## config.mk

```make
export PLATFORM = sky130hd
export DESIGN_NAME = matrix_top
export DESIGN_NICKNAME = d
export VERILOG_FILES = /design/src/hdl/matrix_pkg.sv /design/src/hdl/matrix_top.sv /design/src/hdl/glyph_render.sv /design/src/hdl/row_scan.sv /design/src/hdl/countdown_seq.sv
export SDC_FILE = /design/constraint.sdc
export NUM_CORES = 1
export LEC_CHECK = 0
export BUFFER_PORTS_ARGS = -buffer_cell sky130_fd_sc_hd__buf_4
export CAP_MARGIN = 10
export CORE_MARGIN = 2
export CORE_UTILIZATION = 57
export CTS_CLUSTER_SIZE = 12
export DETAILED_ROUTE_END_ITERATION = 10
export GPL_ROUTABILITY_DRIVEN = 0
export HOLD_SLACK_MARGIN = 0.06
export PLACE_DENSITY = 0.81
export SLEW_MARGIN = 25
export SYNTH_ARGS = -nofsm -noshare
export SYNTH_HDL_FRONTEND = slang
export SYNTH_SLANG_ARGS = --single-unit
```

## constraint.sdc

```tcl
create_clock -name clk -period 2.5 [get_ports clk]
set_input_delay 0.125 -clock clk [delete_from_list [all_inputs] [get_ports clk]]
set_output_delay 0.125 -clock clk [all_outputs]
set_load 0.05 [all_outputs]
```

## src/hdl/matrix_pkg.sv

```systemverilog
`default_nettype none

package matrix_pkg;

    typedef logic [2:0] digit_t;    // countdown value, 0 to 5
    typedef logic [2:0] row_idx_t;  // scan row, 0 to 7
    typedef logic [7:0] row_bits_t; // one bit per column, msb is the left column

    // yellow is red and green lit together, so its code is the or of both
    typedef enum logic [1:0] {
        color_off    = 2'b00,
        color_red    = 2'b01,
        color_green  = 2'b10,
        color_yellow = 2'b11
    } disp_color_t;

    typedef struct packed {
        digit_t      digit;
        disp_color_t color;
        logic        visible;
    } show_t;

    typedef struct packed {
        row_bits_t row;  // one-hot row select
        row_bits_t colr;
        row_bits_t colg;
    } matrix_out_t;

    localparam digit_t START_DIGIT = 3'd5;

    // rows 1 to 6 are packed top to bottom, first row in the high byte
    function automatic row_bits_t glyph_row(input digit_t d, input row_idx_t r);
        logic [47:0] shape;
        int          idx;
        case (d)
            3'd5: shape = 48'h7E_60_7C_06_66_3C;
            3'd4: shape = 48'h0C_1C_2C_4C_7E_0C;
            3'd3: shape = 48'h3C_66_0C_06_66_3C;
            3'd2: shape = 48'h3C_66_0C_18_30_7E;
            3'd1: shape = 48'h18_38_18_18_18_3C;
            3'd0: shape = 48'h3C_66_6E_76_66_3C;
            default: shape = '0;
        endcase
        if (r == 3'd0 || r == 3'd7)
        begin
            return '0;  // border rows stay dark
        end
        idx = 6 - int'(r);
        return shape[idx*8 +: 8];
    endfunction

    function automatic disp_color_t digit_color(input digit_t d);
        case (d)
            3'd5, 3'd4: return color_red;
            3'd3, 3'd2: return color_yellow;
            3'd1, 3'd0: return color_green;
            default:    return color_off;
        endcase
    endfunction

endpackage

`default_nettype wire
```

## src/hdl/matrix_top.sv

```systemverilog
`default_nettype none

module matrix_top #(
    parameter int TICK_DIV = 64,
    parameter int SCAN_DIV = 4
) (
    input  logic                    clk,
    input  logic                    rst,
    input  logic                    start,
    input  logic                    pause,
    output matrix_pkg::matrix_out_t disp,
    output logic                    done
);
    import matrix_pkg::*;

    show_t    show;
    row_idx_t row_idx;
    logic     row_step;

    countdown_seq #(
        .TICK_DIV (TICK_DIV)
    ) u_countdown_seq (
        .clk   (clk),
        .rst   (rst),
        .start (start),
        .pause (pause),
        .show  (show),
        .done  (done)
    );

    // scan runs free of the countdown
    row_scan #(
        .SCAN_DIV (SCAN_DIV)
    ) u_row_scan (
        .clk      (clk),
        .rst      (rst),
        .row_idx  (row_idx),
        .row_step (row_step)
    );

    glyph_render u_glyph_render (
        .clk      (clk),
        .rst      (rst),
        .show     (show),
        .row_idx  (row_idx),
        .row_step (row_step),
        .disp     (disp)
    );

endmodule

`default_nettype wire

```

## src/hdl/glyph_render.sv

```systemverilog
`default_nettype none

module glyph_render (
    input  logic                    clk,
    input  logic                    rst,
    input  matrix_pkg::show_t       show,
    input  matrix_pkg::row_idx_t    row_idx,
    input  logic                    row_step,
    output matrix_pkg::matrix_out_t disp
);
    import matrix_pkg::*;

    row_bits_t row_sel;
    row_bits_t pattern;
    row_bits_t red_cols;
    row_bits_t green_cols;
    logic      red_on;
    logic      green_on;

    always_comb
    begin
        row_sel = 8'b0000_0001 << row_idx;
        pattern = glyph_row(show.digit, row_idx);

        // yellow drives both planes with the same pattern
        red_on   = show.visible &&
                   (show.color == color_red || show.color == color_yellow);
        green_on = show.visible &&
                   (show.color == color_green || show.color == color_yellow);

        red_cols   = red_on   ? pattern : '0;
        green_cols = green_on ? pattern : '0;
    end

    // row select and columns share one register stage so they never skew
    always_ff @(posedge clk or posedge rst)
    begin
        if (rst)
        begin
            disp <= '0;
        end
        else
        begin
            disp.row  <= row_sel;
            disp.colr <= red_cols;
            disp.colg <= green_cols;
        end
    end

    a_row_onehot: assert property (
        @(posedge clk) disable iff (rst)
        !$past(rst) |-> $onehot(disp.row)
    );

    // the rendered row trails the scanner by one cycle
    a_row_on_step: assert property (
        @(posedge clk) disable iff (rst)
        $changed(disp.row) && $onehot($past(disp.row)) |-> $past(row_step)
    );

endmodule

`default_nettype wire

```

## src/hdl/row_scan.sv

```systemverilog
`default_nettype none

module row_scan #(
    parameter int SCAN_DIV = 4
) (
    input  logic                 clk,
    input  logic                 rst,
    output matrix_pkg::row_idx_t row_idx,
    output logic                 row_step
);

    localparam int SW = (SCAN_DIV > 1) ? $clog2(SCAN_DIV) : 1;
    localparam logic [SW-1:0] SCAN_LAST = SW'(SCAN_DIV - 1);

    logic [SW-1:0] div_q;
    logic          wrap;

    assign wrap = (div_q == SCAN_LAST);

    always_ff @(posedge clk or posedge rst)
    begin
        if (rst)
        begin
            div_q    <= '0;
            row_idx  <= 3'd0;
            row_step <= 1'b0;
        end
        else
        begin
            row_step <= wrap;  // high while the new row is first presented
            if (wrap)
            begin
                div_q   <= '0;
                row_idx <= row_idx + 3'd1; // 7 rolls over to 0
            end
            else
            begin
                div_q <= div_q + 1'b1;
            end
        end
    end

endmodule

`default_nettype wire

```

## src/hdl/countdown_seq.sv

```systemverilog
`default_nettype none

module countdown_seq #(
    parameter int TICK_DIV = 64
) (
    input  logic              clk,
    input  logic              rst,
    input  logic              start,
    input  logic              pause,
    output matrix_pkg::show_t show,
    output logic              done
);
    import matrix_pkg::*;

    localparam int TW = (TICK_DIV > 1) ? $clog2(TICK_DIV) : 1;
    localparam logic [TW-1:0] TICK_LAST = TW'(TICK_DIV - 1);

    logic [TW-1:0] tick_q;
    digit_t        digit_q;
    logic          visible_q;
    logic          running;
    logic          step;

    // divider only counts while there is something left to count down
    assign running = visible_q && !pause && (digit_q != 3'd0);
    assign step    = running && (tick_q == TICK_LAST);

    always_ff @(posedge clk or posedge rst)
    begin
        if (rst)
        begin
            tick_q    <= '0;
            digit_q   <= 3'd0;
            visible_q <= 1'b0;
            done      <= 1'b0;
        end
        else if (start)
        begin
            tick_q    <= '0;          // restart wins over a pending step
            digit_q   <= START_DIGIT;
            visible_q <= 1'b1;
            done      <= 1'b0;
        end
        else if (step)
        begin
            tick_q  <= '0;
            digit_q <= digit_q - 3'd1;
            done    <= (digit_q == 3'd1); // rises with the 0 digit
        end
        else if (running)
        begin
            tick_q <= tick_q + 1'b1;
        end
    end

    assign show.digit   = digit_q;
    assign show.color   = visible_q ? digit_color(digit_q) : color_off;
    assign show.visible = visible_q;

    a_digit_range: assert property (
        @(posedge clk) disable iff (rst)
        digit_q <= START_DIGIT
    );

    // once finished, only a new start leaves the 0 digit
    a_done_holds: assert property (
        @(posedge clk) disable iff (rst)
        done && !start |=> done && (show.digit == 3'd0)
    );

endmodule

`default_nettype wire

```

==> results_dict.tcl <==
set metrics [dict create \
    layout_common_cells "dfrtp_1 (36), buf_4 (28), ha_1 (17), a21oi_1 (13)" \
    synth-edff-count 0 \
    ys_types 48 \
    cts_max_level 2 \
    grt_pass1_wl_mm 7.12 \
    rsz0062_at_grt "false" \
    hpwl_mm 2.96 \
    antenna_found_initial 0 \
    grt.total_usage 0.214 \
    vias 1702 \
    r2r_setup_slack_ns 0.32 \
    fin_nets 262 \
    status "completed" \
    max_freq_ghz 0.459 \
    seq_area_frac_synth 0.422 \
    drtPass1Iterations 4 \
    overflow 0 \
    p_leak_nw 1.17 \
    synthesis.area_um2 2140 \
    setup_tns_ns 0 \
    cp_slowest_cell "dfrtp_1" \
    clkTransAtPathRegs_ns 0.07 \
    ys_warn_count 0 \
    routedWlPerCell_um 14.1 \
    drtAntennaViolNets 0 \
    die_height_um 65.2 \
    start_util 0.588 \
    cellPowerDensity_nw_per_um2 467 \
    synth_area_per_cell_um2 9.75 \
    period_minus_slack_ns 2.18 \
    die_w_um 65.2 \
    drtIter0Drc 85 \
    vdd_drop_max_v 0.000317 \
    cts_num_sinks 36 \
    path_buf_inv 1 \
    holdCritPathClass "in2reg" \
    hold_start "start" \
    core_um2 3630 \
    post_cts_buffers 0 \
    viasPerCell 5.87 \
    synth-seq-cells 36 \
    first_global_vias 1628 \
    whs_path_depth 2 \
    stdcell_area_um2 2430 \
    cts_buffer_depth 2 \
    clk_root_buffer_cell "clkbuf_8" \
    cp_max_fo 15 \
    hold_violations 0 \
    post_dp_cell_area_um2 2310 \
    rows 22 \
    slew_violations 0 \
    cp-end-kind "flip-flop" \
    r2r-start "u_row_scan.row_idx[2]" \
    crit_arrival_ns 2.37 \
    grt_start_max_net_pins 37 \
    synthesis.instances 219 \
    async_reset_ff_frac 1.00 \
    fin_skew_ns 0.00434 \
    r2r-end "u_glyph_render.disp[2]" \
    tightestPinTransition_ns 0.502 \
    crit_chain "inv_1 > ha_1 > nand2b_1 > a311oi_1 > nand3_1 > o31ai_1" \
    io-pin-count 29 \
    reg2regPathDepth 6 \
    synthFlopType "dfrtp_1" \
    wirelength_mm 4.09 \
    cts_buffers 5 \
    critPathTopFamily "flip-flops" \
    portBuffers 24 \
    drcViolationCount 0 \
    slew_headroom 0.665 \
    whs_endpoint "u_countdown_seq.done" \
    dieArea_um2 4250 \
    areaGrowthSynthToFinish_pct 13.9 \
    worstPathRequired_ns 2.69 \
    tritoncts "yes" \
    clock_latency_ns 0.29 \
    drive_gt1_frac 0.178 \
    antenna_cells 0 \
    max_cap_violations 0 \
    layout_commonest_cell "dfrtp_1" \
    setup_viol 0 \
    path_class "reg2reg" \
    fin_crit_sh 0.871 \
    cp-start-kind "flip-flop" \
    cpPeakStageDelay_ns 0.55 \
]
worst max-delay path by stage:
stage	endpoint	slack, ns	depth (start not counted)	from
3_3_place_gp	u_glyph_render.disp[2]	0.45	6	u_row_scan.row_idx[0]
3_5_place_dp	u_glyph_render.disp[6]	0.37	6	u_row_scan.row_idx[0]
5_1_grt	u_glyph_render.disp[6]	0.09	6	u_row_scan.row_idx[2]
6_report	u_glyph_render.disp[2]	0.32	6	u_row_scan.row_idx[2]
2_1_floorplan	u_glyph_render.disp[3]	0.56	9	u_row_scan.row_idx[0]
4_1_cts	u_glyph_render.disp[6]	0.34	6	u_row_scan.row_idx[2]
per-layer routing:
metal  wire length, um  vias up  global-route usage  part of all wire
li1                  -      815                   -                 -
met1              1670      795               0.261              0.41
met2              2050       80               0.366              0.50
met3               271       12              0.0411             0.066
met4                93        0              0.0990             0.023
met5                 0        -                   0                 0
cell families after synthesis:
logic type      synth area share
compound gates             0.169
xor+xnor                  0.0205
fa+ha+maj                 0.0996
buf+inv                   0.0709
flops                      0.422
mux                       0.0287
other cells              0.00176
simple gates               0.187
registers in the layout (all words and copies together), names as in the netlist:
name,cells
u_glyph_render.disp,20
u_countdown_seq.tick_q,6
u_countdown_seq.digit_q,3
u_row_scan.row_idx,3
u_row_scan.div_q,2
u_countdown_seq.done,1
u_countdown_seq.visible_q,1
worst register-to-register path, cell delays in order, from the launching register on:
cell	delay, ns
dfrtp_1	0.55
inv_1	0.13
ha_1	0.51
nand2b_1	0.30
a311oi_1	0.36
nand3_1	0.13
o31ai_1	0.10
through the flow:
step | hold WS, ns | power, mW | utilization | cells | setup slack [ns]
after floorplan | 0.292 | 0.639 | - | 222 | 0.556
after global placement | 0.250 | 0.643 | 0.636 | 281 | 0.447
after detailed placement | 0.253 | 0.644 | 0.636 | 281 | 0.374
after CTS | 0.0653 | 1.15 | 0.669 | 290 | 0.341
after global routing | 0.0738 | 1.18 | 0.669 | 290 | 0.0911
final | 0.0659 | 1.14 | 0.669 | 290 | 0.323
area by class of cell:
| cell class | instances | area [um^2] |
|---|---|---|
| Multi-Input combinational cell | 157 | 1090 |
| Timing Repair Buffer | 29 | 220 |
| Fill cell | 317 | 1200 |
| Inverter | 12 | 45.0 |
| Clock inverter | 3 | 42.5 |
| Sequential cell | 36 | 901 |
| Tap cell | 48 | 60.1 |
| Clock buffer | 5 | 68.8 |
synthesized netlist by cell type (2+ instances only):
cell type / count / area [um^2]
and4_1: 2 / 17.5
nand3_1: 9 / 45.0
nor4_1: 3 / 18.8
a211o_1: 2 / 17.5
nor3b_1: 2 / 15.0
clkbuf_1: 6 / 22.5
and2_1: 6 / 37.5
buf_2: 4 / 20.0
nand2b_1: 2 / 12.5
a31oi_1: 2 / 12.5
nor2b_1: 3 / 18.8
nand4_1: 3 / 18.8
a211oi_1: 6 / 45.0
nand2_1: 12 / 45.0
a221oi_1: 3 / 26.3
xor2_1: 5 / 43.8
buf_4: 5 / 37.5
dfrtp_1: 36 / 901
inv_1: 12 / 45.0
o211ai_1: 3 / 22.5
or2_2: 2 / 12.5
o31ai_1: 2 / 15.0
o21bai_1: 3 / 22.5
a21o_1: 3 / 22.5
mux2i_1: 5 / 50.1
ha_1: 17 / 213
o21ai_0: 9 / 45.0
a21oi_1: 13 / 65.1
nor3_1: 11 / 55.1
nor2_1: 10 / 37.5
power breakdown:
part | leakage (nW) | switching, mW | internal (mW)
Clock | 0.0541 | 0.209 | 0.295
Sequential | 0.461 | 0.00304 | 0.586
Combinational | 0.659 | 0.0332 | 0.0110
timing repair:
action	4_1_cts	5_1_grt
hold buffers	1	0
endpoints found under the setup margin	0	0
gates resized for setup	0	0
endpoints found under the hold margin	36	0
Power figures use the tool's default switching activity.
